## src/verilog/proc_config.svh

```systemverilog
`ifndef PROC_CONFIG_SVH
`define PROC_CONFIG_SVH

//////////////////////////////////////////////////////////////////////
// Widths
//////////////////////////////////////////////////////////////////////

// Register and bus data width
`define PROC_DATA_W 8

// ROM address and data bus address width
`define PROC_ADDR_W 8

//////////////////////////////////////////////////////////////////////
// Interrupts and fixed addresses
//////////////////////////////////////////////////////////////////////

`define PROC_INT_N 2           // Interrupt request lines

// ROM locations holding the thread start address per line
`define PROC_INT0_VEC 8'hFF
`define PROC_INT1_VEC 8'hFE

// Parked bus address when no access runs
// Also the program counter value while sleeping
`define PROC_IDLE_ADDR 8'hFF

`endif

```

## src/verilog/procPkg.sv

```systemverilog
`include "proc_config.svh"

package procPkg;

    //////////////////////////////////////////////////////////////////////
    // Instruction encoding
    //////////////////////////////////////////////////////////////////////

    // Low nibble of an instruction byte
    typedef enum logic [3:0] {
        READ_A     = 4'h0,     // Memory to A
        READ_B     = 4'h1,     // Memory to B
        WRITE_A    = 4'h2,     // A to memory
        WRITE_B    = 4'h3,     // B to memory
        MATHS_A    = 4'h4,     // ALU result into A
        MATHS_B    = 4'h5,     // ALU result into B
        BRANCH     = 4'h6,     // Jump if ALU result nonzero
        GOTO       = 4'h7,     // Unconditional jump
        END_THREAD = 4'h8      // Back to sleep
    } opcode_t;

    // High nibble of an instruction byte
    typedef enum logic [3:0] {
        ADD   = 4'h0,
        SUB   = 4'h1,          // A minus B
        MUL   = 4'h2,          // Low byte only
        SHL_A = 4'h3,
        SHR_A = 4'h4,
        INC_A = 4'h5,
        INC_B = 4'h6,
        DEC_A = 4'h7,
        DEC_B = 4'h8,
        EQ    = 4'h9,          // Compares give 1 or 0
        GT    = 4'hA,
        LT    = 4'hB
    } aluOp_t;

    // Sequencer FSM states
    typedef enum logic [4:0] {
        S_IDLE, S_THREAD_0, S_THREAD_1, S_THREAD_2, S_DECODE,
        S_READ_A, S_READ_B, S_READ_0, S_READ_1, S_READ_2,
        S_WRITE_A, S_WRITE_B, S_WRITE_0,
        S_MATHS_A, S_MATHS_B, S_MATHS_0,
        S_BRANCH, S_BRANCH_0, S_BRANCH_1,
        S_GOTO, S_GOTO_0, S_GOTO_1
    } seqState_t;

    // Per-cycle command from sequencer to datapath
    typedef enum logic [2:0] {
        NONE, SET_ADDR, LOAD_A_BUS, LOAD_B_BUS,
        LOAD_A_ALU, LOAD_B_ALU, STORE_A, STORE_B
    } dpAction_t;

    // Registered data bus request
    typedef struct packed {
        logic [`PROC_ADDR_W-1:0] addr;
        logic [`PROC_DATA_W-1:0] wrData;
        logic                    wrEn;
    } busReq_t;

endpackage

```

## src/verilog/procAlu.sv

```systemverilog
`timescale 1ns/10ps
`include "proc_config.svh"

// Purely combinational, result follows registers and op
module procAlu (
    input  logic [`PROC_DATA_W-1:0] regA,
    input  logic [`PROC_DATA_W-1:0] regB,
    input  procPkg::aluOp_t         aluOp,
    output logic [`PROC_DATA_W-1:0] aluResult
);

    logic isEq;     // Compare flags
    logic isGt;
    logic isLt;

    assign isEq = (regA == regB);
    assign isGt = (regA > regB);
    assign isLt = (regA < regB);

    //////////////////////////////////////////////////////////////////////
    // Operation select
    //////////////////////////////////////////////////////////////////////

    always_comb begin
        case (aluOp)
            procPkg::ADD:   aluResult = regA + regB;
            procPkg::SUB:   aluResult = regA - regB;
            procPkg::MUL:   aluResult = regA * regB;      // Wraps to low byte
            // Single bit shifts on A only
            procPkg::SHL_A: aluResult = regA << 1;
            procPkg::SHR_A: aluResult = regA >> 1;
            procPkg::INC_A: aluResult = regA + 1;
            procPkg::INC_B: aluResult = regB + 1;
            procPkg::DEC_A: aluResult = regA - 1;
            procPkg::DEC_B: aluResult = regB - 1;
            // Compares feed the branch decision
            procPkg::EQ: begin
                aluResult = {{(`PROC_DATA_W-1){1'b0}}, isEq};
            end
            procPkg::GT: begin
                aluResult = {{(`PROC_DATA_W-1){1'b0}}, isGt};
            end
            procPkg::LT: begin
                aluResult = {{(`PROC_DATA_W-1){1'b0}}, isLt};
            end
            default: begin
                aluResult = '0;                           // Codes C to F
            end
        endcase
    end

endmodule

```

## src/verilog/procTop.sv

```systemverilog
`timescale 1ns/10ps
`include "proc_config.svh"

module procTop (
    input  logic                    CLK,
    input  logic                    RESET,
    output logic [`PROC_ADDR_W-1:0] romAddr,
    input  logic [`PROC_DATA_W-1:0] romData,    // One cycle after romAddr
    output procPkg::busReq_t        busReq,
    input  logic [`PROC_DATA_W-1:0] busDataIn,  // One cycle after busReq address
    input  logic [`PROC_INT_N-1:0]  intRaise,
    output logic [`PROC_INT_N-1:0]  intAck
);

    //////////////////////////////////////////////////////////////////////
    // Internal wiring
    //////////////////////////////////////////////////////////////////////

    procPkg::aluOp_t         aluOp;
    procPkg::dpAction_t      dpAction;
    logic [`PROC_DATA_W-1:0] regA;
    logic [`PROC_DATA_W-1:0] regB;
    logic [`PROC_DATA_W-1:0] aluResult;   // Shared by sequencer and datapath

    progSequencer i_seq (
        .CLK       (CLK),
        .RESET     (RESET),
        .romData   (romData),
        .intRaise  (intRaise),
        .aluResult (aluResult),
        .romAddr   (romAddr),
        .aluOp     (aluOp),
        .dpAction  (dpAction),
        .intAck    (intAck)
    );

    procAlu i_alu (
        .regA      (regA),
        .regB      (regB),
        .aluOp     (aluOp),
        .aluResult (aluResult)
    );

    // Datapath takes ROM operand bytes directly
    regDatapath i_dp (
        .CLK       (CLK),
        .RESET     (RESET),
        .dpAction  (dpAction),
        .romData   (romData),
        .aluResult (aluResult),
        .busDataIn (busDataIn),
        .regA      (regA),
        .regB      (regB),
        .busReq    (busReq)
    );

endmodule

```

## src/verilog/progSequencer.sv

```systemverilog
`timescale 1ns/10ps
`include "proc_config.svh"

module progSequencer (
    input  logic                    CLK,
    input  logic                    RESET,
    input  logic [`PROC_DATA_W-1:0] romData,     // Byte at last cycle's romAddr
    input  logic [`PROC_INT_N-1:0]  intRaise,
    input  logic [`PROC_DATA_W-1:0] aluResult,
    output logic [`PROC_ADDR_W-1:0] romAddr,
    output procPkg::aluOp_t         aluOp,
    output procPkg::dpAction_t      dpAction,
    output logic [`PROC_INT_N-1:0]  intAck
);

    procPkg::seqState_t      state;
    procPkg::seqState_t      nextState;
    logic [`PROC_ADDR_W-1:0] progCounter;
    logic [`PROC_ADDR_W-1:0] nextPc;
    logic [1:0]              pcOffset;   // Reaches operand bytes
    logic [1:0]              nextOffset;
    procPkg::aluOp_t         nextAluOp;
    logic                    regSel;     // 0 for A and 1 for B
    logic                    nextRegSel;
    logic [`PROC_INT_N-1:0]  nextAck;
    procPkg::opcode_t        opcode;

    assign opcode  = procPkg::opcode_t'(romData[3:0]);
    assign romAddr = progCounter + {{(`PROC_ADDR_W-2){1'b0}}, pcOffset};

    //////////////////////////////////////////////////////////////////////
    // State registers
    //////////////////////////////////////////////////////////////////////

    always_ff @(posedge CLK) begin
        if (RESET) begin
            state       <= procPkg::S_IDLE;   // Sleep until woken
            progCounter <= `PROC_IDLE_ADDR;
            pcOffset    <= '0;
            aluOp       <= procPkg::ADD;
            regSel      <= 1'b0;
            intAck      <= '0;
        end else begin
            state       <= nextState;
            progCounter <= nextPc;
            pcOffset    <= nextOffset;
            aluOp       <= nextAluOp;
            regSel      <= nextRegSel;
            intAck      <= nextAck;
        end
    end

    //////////////////////////////////////////////////////////////////////
    // Next state and datapath command
    //////////////////////////////////////////////////////////////////////

    always_comb begin
        nextState  = state;
        nextPc     = progCounter;
        nextOffset = '0;          // Back to the opcode byte by default
        nextAluOp  = aluOp;
        nextRegSel = regSel;
        nextAck    = '0;
        dpAction   = procPkg::NONE;

        case (state)
            // Sleeping, line 0 has priority
            procPkg::S_IDLE: begin
                nextPc = `PROC_IDLE_ADDR;
                if (intRaise[0]) begin
                    nextState  = procPkg::S_THREAD_0;
                    nextPc     = `PROC_INT0_VEC;
                    nextAck[0] = 1'b1;
                end else if (intRaise[1]) begin
                    nextState  = procPkg::S_THREAD_0;
                    nextPc     = `PROC_INT1_VEC;
                    nextAck[1] = 1'b1;
                end
            end
            procPkg::S_THREAD_0: nextState = procPkg::S_THREAD_1;  // Vector on ROM address
            procPkg::S_THREAD_1: begin
                nextPc    = romData;                             // Thread start address
                nextState = procPkg::S_THREAD_2;
            end
            procPkg::S_THREAD_2: nextState = procPkg::S_DECODE;    // First opcode on its way

            // Opcode byte is on romData here
            procPkg::S_DECODE: begin
                nextOffset = 2'd1;                                 // Fetch operand next
                nextAluOp  = procPkg::aluOp_t'(romData[7:4]);
                case (opcode)
                    procPkg::READ_A:  nextState = procPkg::S_READ_A;
                    procPkg::READ_B:  nextState = procPkg::S_READ_B;
                    procPkg::WRITE_A: nextState = procPkg::S_WRITE_A;
                    procPkg::WRITE_B: nextState = procPkg::S_WRITE_B;
                    procPkg::MATHS_A: nextState = procPkg::S_MATHS_A;
                    procPkg::MATHS_B: nextState = procPkg::S_MATHS_B;
                    procPkg::BRANCH:  nextState = procPkg::S_BRANCH;
                    procPkg::GOTO:    nextState = procPkg::S_GOTO;
                    default:          nextState = procPkg::S_IDLE; // END_THREAD or unknown
                endcase
            end

            // Memory read into A or B
            procPkg::S_READ_A: begin
                nextRegSel = 1'b0;
                nextState  = procPkg::S_READ_0;
            end
            procPkg::S_READ_B: begin
                nextRegSel = 1'b1;
                nextState  = procPkg::S_READ_0;
            end
            procPkg::S_READ_0: begin
                dpAction  = procPkg::SET_ADDR;                    // Address byte on romData
                nextState = procPkg::S_READ_1;
            end
            procPkg::S_READ_1: begin
                nextPc    = progCounter + 2;                      // Two cycles ahead of decode
                nextState = procPkg::S_READ_2;
            end
            procPkg::S_READ_2: begin
                dpAction  = regSel ? procPkg::LOAD_B_BUS : procPkg::LOAD_A_BUS;
                nextState = procPkg::S_DECODE;
            end

            // Memory write from A or B
            procPkg::S_WRITE_A: begin
                nextRegSel = 1'b0;
                nextPc     = progCounter + 2;
                nextState  = procPkg::S_WRITE_0;
            end
            procPkg::S_WRITE_B: begin
                nextRegSel = 1'b1;
                nextPc     = progCounter + 2;
                nextState  = procPkg::S_WRITE_0;
            end
            procPkg::S_WRITE_0: begin
                dpAction  = regSel ? procPkg::STORE_B : procPkg::STORE_A;
                nextState = procPkg::S_DECODE;                    // Enable shows during decode
            end

            // ALU result back into a register
            procPkg::S_MATHS_A: begin
                dpAction  = procPkg::LOAD_A_ALU;
                nextPc    = progCounter + 1;
                nextState = procPkg::S_MATHS_0;
            end
            procPkg::S_MATHS_B: begin
                dpAction  = procPkg::LOAD_B_ALU;
                nextPc    = progCounter + 1;
                nextState = procPkg::S_MATHS_0;
            end
            procPkg::S_MATHS_0: nextState = procPkg::S_DECODE;

            // Branch on nonzero compare result
            procPkg::S_BRANCH: begin
                if (aluResult != '0) begin
                    nextState = procPkg::S_BRANCH_0;
                end else begin
                    nextPc    = progCounter + 2;                  // Fall through
                    nextState = procPkg::S_BRANCH_1;
                end
            end
            procPkg::S_BRANCH_0: begin
                nextPc    = romData;                              // Target byte
                nextState = procPkg::S_BRANCH_1;
            end
            procPkg::S_BRANCH_1: nextState = procPkg::S_DECODE;

            //////////////////////////////////////////////////////////////
            // Unconditional jump
            procPkg::S_GOTO:     nextState = procPkg::S_GOTO_0;   // Target still in flight
            procPkg::S_GOTO_0: begin
                nextPc    = romData;
                nextState = procPkg::S_GOTO_1;
            end
            procPkg::S_GOTO_1:   nextState = procPkg::S_DECODE;

            default: nextState = procPkg::S_IDLE;
        endcase
    end

    //////////////////////////////////////////////////////////////////////
    // Checks
    //////////////////////////////////////////////////////////////////////

    // Only one line acknowledged at a time
    ackOneHot: assert property (@(posedge CLK) disable iff (RESET)
        $onehot0(intAck));

    // Acknowledge is a single cycle pulse
    ackPulse: assert property (@(posedge CLK) disable iff (RESET)
        (intAck != '0) |=> (intAck == '0));

endmodule

```

## src/verilog/regDatapath.sv

```systemverilog
`timescale 1ns/10ps
`include "proc_config.svh"

module regDatapath (
    input  logic                    CLK,
    input  logic                    RESET,
    input  procPkg::dpAction_t      dpAction,
    input  logic [`PROC_DATA_W-1:0] romData,     // Operand byte used as bus address
    input  logic [`PROC_DATA_W-1:0] aluResult,
    input  logic [`PROC_DATA_W-1:0] busDataIn,
    output logic [`PROC_DATA_W-1:0] regA,
    output logic [`PROC_DATA_W-1:0] regB,
    output procPkg::busReq_t        busReq
);

    logic [`PROC_DATA_W-1:0] nextA;
    logic [`PROC_DATA_W-1:0] nextB;
    procPkg::busReq_t        nextReq;

    //////////////////////////////////////////////////////////////////////
    // Action decode
    //////////////////////////////////////////////////////////////////////

    always_comb begin
        nextA          = regA;
        nextB          = regB;
        nextReq.addr   = `PROC_IDLE_ADDR;     // Park unless an access runs
        nextReq.wrData = busReq.wrData;       // Last written byte held
        nextReq.wrEn   = 1'b0;

        case (dpAction)
            procPkg::SET_ADDR:   nextReq.addr = romData;   // Read address
            procPkg::LOAD_A_BUS: nextA = busDataIn;
            procPkg::LOAD_B_BUS: nextB = busDataIn;
            procPkg::LOAD_A_ALU: nextA = aluResult;
            procPkg::LOAD_B_ALU: nextB = aluResult;
            procPkg::STORE_A: begin
                nextReq.addr   = romData;
                nextReq.wrData = regA;
                nextReq.wrEn   = 1'b1;
            end
            procPkg::STORE_B: begin
                nextReq.addr   = romData;
                nextReq.wrData = regB;
                nextReq.wrEn   = 1'b1;
            end
            default: begin
                nextReq.wrEn = 1'b0;                    // NONE
            end
        endcase
    end

    //////////////////////////////////////////////////////////////////////
    // Registers
    //////////////////////////////////////////////////////////////////////

    always_ff @(posedge CLK) begin
        if (RESET) begin
            regA   <= '0;
            regB   <= '0;
            busReq <= '{addr: `PROC_IDLE_ADDR, wrData: '0, wrEn: 1'b0};
        end else begin
            regA   <= nextA;
            regB   <= nextB;
            busReq <= nextReq;
        end
    end

    // Writes are single cycle strobes
    wrEnPulse: assert property (@(posedge CLK) disable iff (RESET)
        busReq.wrEn |=> !busReq.wrEn);

    // Bus data is only taken two cycles after the sequencer set an address
    loadAfterAddr: assert property (@(posedge CLK) disable iff (RESET)
        (dpAction inside {procPkg::LOAD_A_BUS, procPkg::LOAD_B_BUS})
        |-> ($past(dpAction, 2) == procPkg::SET_ADDR));

endmodule
```

## config.mk

```make
export PLATFORM = sky130hd
export DESIGN_NAME = procTop
export DESIGN_NICKNAME = d
export VERILOG_FILES = /design/src/verilog/procPkg.sv /design/src/verilog/procAlu.sv /design/src/verilog/procTop.sv /design/src/verilog/progSequencer.sv /design/src/verilog/regDatapath.sv
export VERILOG_INCLUDE_DIRS = /design/src /design/src/verilog
export SDC_FILE = /design/constraint.sdc
export NUM_CORES = 1
export LEC_CHECK = 0
export BUFFER_PORTS_ARGS = -buffer_cell sky130_fd_sc_hd__buf_4
export CAP_MARGIN = 20
export CELL_PAD_IN_SITES_DETAIL_PLACEMENT = 0
export CELL_PAD_IN_SITES_GLOBAL_PLACEMENT = 1
export CORE_MARGIN = 10
export CORE_UTILIZATION = 24
export CTS_CLUSTER_DIAMETER = 150
export DETAILED_ROUTE_END_ITERATION = 6
export GPL_TIMING_DRIVEN = 0
export MAX_ROUTING_LAYER = met4
export PLACE_DENSITY = 0.53
export SYNTH_ARGS = -nofsm -noshare
export SYNTH_HDL_FRONTEND = slang
export SYNTH_SLANG_ARGS = --single-unit
export TNS_END_PERCENT = 100
```

## constraint.sdc

```tcl
create_clock -name CLK -period 5.26 [get_ports CLK]
set_input_delay 0.789 -clock CLK [delete_from_list [all_inputs] [get_ports CLK]]
set_output_delay 0.789 -clock CLK [all_outputs]
set_load 0.1 [all_outputs]
```

==> run summary, run 1 <==
Root Driver: clkbuf_16
GR Util met2: 21.3%
Htree depth: 2
Tot Pwr: 1.03 mW
Die Span X: 172 um
RSZ-0062 raised after global routing: false
Routed vias: 5,444
Worst slew pin tran: 1.10 ns
Post-synth cell types: 71
Drt wl/cell: 19.1 um
Initial antenna violation count: 0
Max-slew headroom: 25.7%
Dominant cells by area after synthesis: dfxtp_1, ha_1, nor2_1
Mapped Cells: 720
Setup CP Type: flip-flop to flip-flop
# setup viols final: 0
First-pass GRT wire length: 31,600 um
I/O pin cnt: 47
Largest net degree at the start of global routing: 19
Leak Pwr: 2.72 nW
Final Critical Period: 5.03 ns
Worst Skew: 0.00943 ns
Num rows: 55
Post-Syn Area per Cell: 7.70 um^2
Layout Utilization: 29.6%
# DRC: 0
Via density: 5.04
Grt met3 use: 1.57%
Critical Path Source Type: flip-flop
Max FO, Critical Path: 6
First drt pass iteration count: 5
Post-route ant nets: 0
Yosys Warn Count: 0
Post-route clock period utilization: 95.6%
Max Clk Rate: 0.199 GHz
Initial Util: 24.4%
Initial DRC count: 401
Post-DP HPWL: 16,000 um
Worst min path class: flip-flop to flip-flop
Placed cell area: 6260 um^2
GPL Wtd Cong: 0.861
Final non-filler cell total: 1,080
CTS Hold Buffers Added: 0
WL final: 20,600 um
CTS max path bufs: 2
Final Hold Fails: 0
PortBufs: 46
CTS tree: yes
Synth top area share: 19.5%
Final Max Tran Viols: 0
Count leader, synth: nor2_1
Worst r2r path cells: 18
Die Area: 29,600 um^2
Number of max-cap violations: 0
ANT cells: 0
Post-synth EDFFs: 0
Cell count after placement: 1,053
# clock sinks: 54
Cell area after synthesis: 5550 um^2
Pwr Density: 154 nW/um^2
Die H: 172 um
GRT Total Usage: 14.0%
Clock Latency Late Sink: 0.30 ns
Post-synth top area cell: dfxtp_1
Max IR drop VDD: 127 uV
Data required time at the worst endpoint: 5.44 ns
Num CTS Buffers: 5
CORE AREA: 22,700 um^2
Final instance area: 6730 um^2
Vias in the first global route: 5,245
Layout cells sized above 1: 16.4%
Post-synth top flop: dfxtp_1
Critical Path Sink Type: flip-flop
Most frequent cells after synthesis: nor2_1, nand2_1, dfxtp_1
Asr flop ratio synth: 0%
Status: complete, no violations
GRT Max-Usage Layer: met2
Grt met1 use: 20.1%
Register area share after synthesis: 19.5%
Hold path cells: 2
Yosys reg bits: 54
Nets@finish: 879
Syn_nets: 805
Overflow after GRT: 0
Clock transition at the registers of the reported paths: 0.08 ns
Synth-to-layout area growth: 21.3%
Worst path arrival time: 5.21 ns
## placed cells by master, fill, tap and decap left out, types with 4 or more instances in the layout
cell,count
nand4_1,5
and3_1,4
a22oi_1,6
or2_2,10
a221o_1,6
a211oi_1,21
nand3_1,17
nor4_1,6
clkbuf_16,5
clkbuf_1,25
nor2_1,86
mux2i_1,28
xnor2_1,23
nor3_1,20
nand2b_1,16
xor2_1,15
fa_1,12
o21ai_0,33
a21o_1,5
ha_1,46
nor2b_1,11
dfxtp_4,8
dfxtp_1,45
buf_4,65
a221oi_1,6
nor3b_1,7
inv_1,44
a21oi_1,41
o22ai_1,6
nand2_1,57
a22o_1,6
and2_1,13
a31oi_1,7
## kinds of logic after synthesis
kind of cell | after synthesis | share of synthesized area, %
AND/OR/NAND/NOR | 274 | 24.9
AO/OA/AOI/OAI | 171 | 20.7
buffers and inverters | 87 | 6.14
adder cells (fa/ha/maj) | 65 | 16.7
flip-flops | 54 | 19.5
XOR/XNOR | 40 | 6.81
multiplexers | 29 | 5.26
## power breakdown
part,internal (mW),switching (mW),leakage (nW)
Clock,0.180,0.176,0.0704
Sequential,0.413,0.0107,0.444
Combinational,0.0804,0.175,2.20
## stage by stage
stage / hold slack [ns] / TNS [ns] / setup WS (ns)
after floorplan: 0.511 / 0 / 0.0695
after global placement: 0.504 / -12.74 / -1.29
after detailed placement: 0.494 / -12.05 / -1.23
after CTS: 0.505 / 0 / 0.000643
after global routing: 0.520 / 0 / 0.0334
final: 0.505 / 0 / 0.233
## worst max-delay path, stage by stage (launching register included)
cell	delay [ns]
dfxtp_4	0.40
buf_8	0.10
nand2_1	0.06
fa_2	0.38
fa_1	0.53
inv_1	0.05
fa_1	0.48
inv_1	0.06
fa_1	0.54
inv_1	0.06
ha_4	0.24
a21oi_4	0.14
xnor3_1	0.23
xnor3_1	0.24
a221o_1	0.37
a221o_1	0.36
nor4_4	0.39
nor2_4	0.13
mux2i_1	0.14
## area by class of cell
type	instances	area (um^2)
repair buffers	68	524
clock buffers	5	125
flip-flops and latches	54	1110
fillers	2522	16000
clock inverters	3	25.0
plain buffers	38	205
inverters	48	184
multi-input cells	579	4200
well taps	285	357
## state kept, by name, summed over array words and instances, names as in the netlist
name	flops
i_seq.pcOffset	1
i_dp.busReq	17
i_dp.regA	8
i_dp.regB	8
i_seq.progCounter	8
i_seq.regSel	1
i_seq.aluOp	4
i_seq.intAck	2
i_seq.state	5
## metal layers
| metal | share of wire [%] | vias to the layer above | wire length (um) |
|---|---|---|---|
| li1 | - | 2698 | - |
| met1 | 51 | 2636 | 10600 |
| met2 | 45 | 106 | 9200 |
| met3 | 3.4 | 4 | 707 |
| met4 | 0.52 | 0 | 106 |
| met5 | 0 | - | 0 |
## worst paths after layout
check                                     from              endpoint  slack, ns
worst max-delay path              i_dp.regA[3]  i_seq.progCounter[7]       0.23
worst min register to register  i_dp.busReq[5]        i_dp.busReq[5]       0.50
worst max register to register    i_dp.regA[3]  i_seq.progCounter[7]       0.23
worst min-delay path            i_dp.busReq[5]        i_dp.busReq[5]       0.50
## repair_timing
item                                    CTS  global route
setup buffers                             7            13
pin swaps                                 5            10
endpoints found under the setup margin   15            10
gates resized for setup                  29            27
Note: power is estimated with default switching activity, not from simulation.
==> run 2: changes to the inputs <==
SYNTH_HIERARCHICAL = 1   (was unset)
==> run summary, run 2 <==
Final Hold Fails: 0
Most frequent cells after synthesis: nand2_1, nor2_1, dfxtp_1
Num CTS Buffers: 5
# setup viols final: 0
Status: complete, no violations
# clock sinks: 54
Cell count after placement: 1,021
Post-route ant nets: 0
Clk pwr share: 29.8%
ANT cells: 0
Dominant cells by area after synthesis: dfxtp_1, ha_1, fa_1
Vias in the first global route: 5,352
Routed vias: 5,395
Cell area after synthesis: 5550 um^2
Max reg flops: 17
Critical Path Sink Type: flip-flop
Die H: 172 um
Worst slew pin tran: 0.830 ns
Fin Setup TNS: 0 ns
Initial DRC count: 422
Most frequent cells in the layout: buf_4, nand2_1, nor2_1
Final non-filler cell total: 1,049
Comb pwr share: 36.9%
Seq. cell area: 1110 um^2
Drt wl/cell: 18.2 um
Yosys reg bits: 54
Multi-input gate area: 4240 um^2
Htree depth: 2
Max Clk Rate: 0.196 GHz
Setup CP Type: flip-flop to flip-flop
CTS Hold Buffers Added: 0
GPL Wtd Cong: 0.871
Root Driver: clkbuf_16
Sequential power share: 33.3%
Mapped Cells: 691
Tot Pwr: 1.32 mW
Post-DP HPWL: 14,500 um
Post-Syn Area per Cell: 8.03 um^2
Max-slew headroom: 44.2%
Syn_nets: 776
GRT Total Usage: 13.5%
WL final: 19,100 um
Worst min path class: flip-flop to flip-flop
Die Area: 29,600 um^2
Max FO, Critical Path: 5
Worst path arrival time: 5.29 ns
Post-synth EDFFs: 0
Pwr Density: 194 nW/um^2
Synth top area share: 19.5%
P_sw: 0.510 mW
Layout cells sized above 1: 20.9%
Asr flop ratio synth: 0%
Final Max Tran Viols: 0
Die Span X: 172 um
First drt pass iteration count: 6
Commonest non-fill, non-tap cell in the layout: buf_4
Register area share after synthesis: 19.5%
Clock Latency Late Sink: 0.30 ns
Critical Path Source Type: flip-flop
Post-synth cell types: 83
First-pass GRT wire length: 30,800 um
Final Critical Period: 5.12 ns
Post-synth top flop: dfxtp_1
Filler Cell Count: 2,489
Num rows: 55
Synth-to-layout area growth: 22.7%
Count leader, synth: nand2_1
PortBufs: 45
Internal power: 0.811 mW
Nets@finish: 848
I/O pin cnt: 47
CTS tree: yes
Largest net degree at the start of global routing: 17
Leak Pwr: 2.69 nW
Clock transition at the registers of the reported paths: 0.08 ns
Sw Share: 38.6%
Number of max-cap violations: 0
Post-route clock period utilization: 97.2%
Initial Util: 24.4%
Via density: 5.14
Data required time at the worst endpoint: 5.44 ns
# DRC: 0
Yosys Warn Count: 6
Overflow after GRT: 0
CTS max path bufs: 2
Top reg by flops: i_dp/busReq
Worst Skew: 0.00705 ns
Max IR drop VDD: 126 uV
Initial antenna violation count: 0
CORE AREA: 22,700 um^2
Post-synth top area cell: dfxtp_1
==> run 2: cell types whose count changed after synthesis, moves of 7 or more <==
cell and delta:
o21ai_0 -12, nor2_1 -29, o21a_1 +7, buf_2 +10, or2_2 -8, a21oi_1 +8, xnor2_1 +8, clkbuf_1 -14
nand3_1 -9, mux2i_1 -19
==> run 2: power groups by stage <==
stage	Sequential [mW]	Combinational [mW]	Clock (mW)
floorplan	0.462	0.325	0
CTS	0.441	0.480	0.405
finish	0.440	0.487	0.393
global placement	0.454	0.461	0
global route	0.443	0.530	0.422
detailed placement	0.453	0.456	0
==> run 2: critical path: stages, from the launching register on <==
cell	delay [ns]
dfxtp_4	0.40
clkbuf_16	0.14
nand2_2	0.05
fa_1	0.54
inv_2	0.05
ha_4	0.26
inv_2	0.03
fa_1	0.50
fa_2	0.56
inv_2	0.04
ha_4	0.22
a21oi_4	0.15
xnor3_1	0.37
a22oi_2	0.21
o2111ai_2	0.20
nor4_4	0.34
a211o_1	0.32
o211ai_1	0.17
a2111oi_2	0.34
a211oi_2	0.08
==> run 2: metrics by stage <==
| step | hold WS, ns | cell area (um^2) | worst slack, ns | utilization [%] |
|---|---|---|---|---|
| detailed placement | 0.449 | 6250 | -1.27 | 27.5 |
| global placement | 0.443 | 6250 | -1.32 | 27.5 |
| global route | 0.478 | 6800 | -0.0118 | 30.0 |
| CTS | 0.460 | 6650 | 0.0265 | 29.3 |
| floorplan | 0.433 | 5550 | 0.0254 | - |
| finish | 0.456 | 6800 | 0.145 | 30.0 |
==> run 2: logic make-up after synthesis <==
family	count (synthesis)	share of synthesized area, %
flops	54	19.5
compound gates	196	25.7
buf+inv	91	6.99
fa+ha+maj	65	16.7
xor+xnor	46	8.28
mux	10	1.83
simple gates	229	21.0
==> run 2: layout make-up <==
cell class	instances	share of cell area, %
Clock inverter	2	0.552
Timing Repair Buffer	66	7.45
Inverter	51	2.94
Buffer	39	3.24
Multi-Input combinational cell	546	62.3
Sequential cell	54	16.4
Tap cell	285	5.24
Clock buffer	6	1.89
==> run 2: path summary, 6_finish.rpt <==
| kind | endpoint | cells after the start | startpoint | slack, ns |
|---|---|---|---|---|
| max | i_seq/progCounter[4] | 19 | i_dp/regA[2] | 0.14 |
| min | i_seq/aluOp[3] | 2 | i_seq/aluOp[3] | 0.46 |
| max reg2reg | i_seq/progCounter[4] | 19 | i_dp/regA[2] | 0.14 |
| min reg2reg | i_seq/aluOp[3] | 2 | i_seq/aluOp[3] | 0.46 |
==> run 2: repair_timing <==
action / CTS / global route
setup buffers: 10 / 11
endpoints found under the setup margin: 10 / 8
pin swaps: 19 / 23
gates cloned: 0 / 0
endpoints found under the hold margin: 0 / 0
gates resized for setup: 42 / 30
==> run 2: layer usage <==
metal,vias up,track usage [%],share of wire (%)
li1,2639,-,-
met2,109,21.5,47
met3,16,1.03,3.3
met5,-,-,0
met1,2631,18.2,49
met4,0,3.19,1.2
==> run 3: changes to the inputs <==
ABC_AREA = 1   (was unset)
PLACE_DENSITY = 0.55   (was 0.53)
==> run summary, run 3 <==
Die Area: 30,900 um^2
Internal power: 0.945 mW
Clk pwr share: 21.2%
Die H: 176 um
Sequential power share: 27.3%
Clock Latency Late Sink: 0.31 ns
Yosys Warn Count: 6
Pwr Density: 270 nW/um^2
CORE AREA: 23,700 um^2
Delay-heaviest family, CP: adder cells
Nets@finish: 1,075
Post-DP HPWL: 16,300 um
ANT cells: 0
Commonest non-fill, non-tap cell in the layout: nand2_1
Final worst slack: 0.440 ns
CTS tree: yes
Post-synth top area cell: dfxtp_1
Comb pwr share: 51.5%
Final Max Tran Viols: 0
Post-route clock period utilization: 91.6%
Critical Path Source Type: flip-flop
GPL Wtd Cong: 0.852
Synth top area share: 18.5%
Routed met3 length: 685 um
Num CTS Buffers: 5
PortBufs: 45
Synth-to-layout area growth: 16.3%
Tot Pwr: 1.83 mW
Post-synth cell types: 47
Initial DRC count: 346
DR WL met2: 10,100 um
Layout Utilization: 28.7%
Asr flop ratio synth: 0%
Max Clk Rate: 0.207 GHz
Final Hold Fails: 0
Worst slew pin tran: 0.679 ns
Critical Path Sink Type: flip-flop
Leak Pwr: 3.45 nW
First drt pass iteration count: 5
Via density: 4.50
Slowest stage cell on the critical path: fa_1
P_sw: 0.889 mW
Cell area after synthesis: 5830 um^2
Layout cells sized above 1: 13.8%
WL final: 20,600 um
# setup viols final: 0
Max FO, Critical Path: 9
CTS max path bufs: 2
Hold path cells: 2
Largest net degree at the start of global routing: 16
Buf/Inv on CP: 5
Data required time at the worst endpoint: 5.45 ns
Most frequent cells in the layout: nand2_1, inv_1, nor2_1
RSZ-0062 raised after global routing: false
I/O pin cnt: 47
Setup CP Type: flip-flop to flip-flop
WP depth: 26
Initial Util: 24.6%
Number of max-cap violations: 0
Die Span X: 176 um
Post-route ant nets: 0
Yosys reg bits: 54
Final Critical Period: 4.82 ns
Max IR drop VDD: 235 uV
Initial antenna violation count: 0
Worst r2r path cells: 26
Post-synth top flop: dfxtp_1
Final instance area: 6790 um^2
Root Driver: clkbuf_16
Sw Share: 48.5%
CP peak stage delay: 0.54 ns
Register area share after synthesis: 18.5%
Worst min path class: flip-flop to flip-flop
Num rows: 56
Vias in the first global route: 5,864
Htree depth: 2
Syn_nets: 1,021
Routed vias: 5,896
Dpl ws: -0.137 ns
First-pass GRT wire length: 32,800 um
Worst path arrival time: 5.01 ns
Worst Skew: 0.00630 ns
Clock transition at the registers of the reported paths: 0.07 ns
Drt wl/cell: 15.7 um
Post-Syn Area per Cell: 6.23 um^2
Overflow after GRT: 0
Placed cell area: 6570 um^2
Dominant cells by area after synthesis: dfxtp_1, nand2_1, ha_1
Top reg by flops: i_dp/busReq
Most frequent cells after synthesis: nand2_1, inv_1, nor2_1
Filler Cell Count: 2,729
Status: complete, no violations
Mapped Cells: 936
# DRC: 0
GRT Total Usage: 13.8%
Max-slew headroom: 54.7%
Max reg flops: 17
Count leader, synth: nand2_1
Post-synth EDFFs: 0
M1 WL: 9700 um
Top Layer Used: met4
# clock sinks: 54
Most used cell, CP: nand2_1
==> run 3: changes by cell type in the layout (fill, tap and decap cells not counted), moves of 17 or more <==
cell,delta
inv_1,+113
a211oi_1,-18
nand3_1,+70
nor2_1,+40
nand2_1,+193
xnor2_1,-29
nand2b_1,-17
==> run 3: power by group through the flow <==
| stage | combinational (mW) | sequential [mW] | clock, mW |
|---|---|---|---|
| after CTS | 0.925 | 0.502 | 0.406 |
| after global routing | 1.06 | 0.509 | 0.420 |
| after detailed placement | 0.920 | 0.512 | 0 |
| after global placement | 0.933 | 0.512 | 0 |
| final | 0.944 | 0.500 | 0.389 |
| after floorplan | 0.675 | 0.519 | 0 |
==> run 3: worst paths after layout <==
kind                            slack [ns]                    to    startpoint
worst min register to register        0.49          i_seq/regSel  i_seq/regSel
worst max register to register        0.44  i_seq/progCounter[2]  i_dp/regA[2]
worst min-delay path                  0.49          i_seq/regSel  i_seq/regSel
worst max-delay path                  0.44  i_seq/progCounter[2]  i_dp/regA[2]
==> run 3: kinds of logic after synthesis <==
kind of cell	synth area share, %
AOI/OAI and AO/OA	11.7
xor gates and xnor gates	1.80
adders and majority gates	15.9
buffers and inverters	13.3
DFF	18.5
muxes	0.193
and+or+nand+nor	38.5
==> run 3: per-stage QoR <==
stage               instances  hold slack, ns  TNS, ns
global placement         1300           0.486    -1.14
detailed placement       1300           0.487   -0.872
floorplan                 936           0.461        0
finish                   1310           0.491        0
CTS                      1308           0.499        0
global route             1310           0.538        0
==> run 3: per-layer routing <==
metal  GRT usage, %  up-vias
li1               -     3089
met1           17.2     2685
met2           23.9      112
met3           1.42       10
met4           2.19        0
met5              -        -
==> run 3: worst min-delay path, delay by kind of cell (launching register included) <==
| kind | cells | cell delay (ns) |
|---|---|---|
| AOI/OAI and AO/OA | 1 | 0.06 |
| DFF | 1 | 0.32 |
| and+or+nand+nor | 1 | 0.07 |
==> run 3: area by class of cell <==
cell class	count	area [um^2]	area share (%)
inverters	169	639	9.42
well taps	319	399	5.88
clock buffers	7	133	1.95
multi-input cells	694	4000	58.9
flip-flops and latches	54	1100	16.2
clock inverters	1	30.0	0.443
repair buffers	47	353	5.20
plain buffers	19	138	2.03
==> run 3: repair_timing <==
action,CTS,global route
resized for setup,5,9
pin swaps,0,1
hold buffers,0,0
buffers inserted,0,2
endpoints found under the hold margin,0,0
endpoints found under the setup margin,8,9
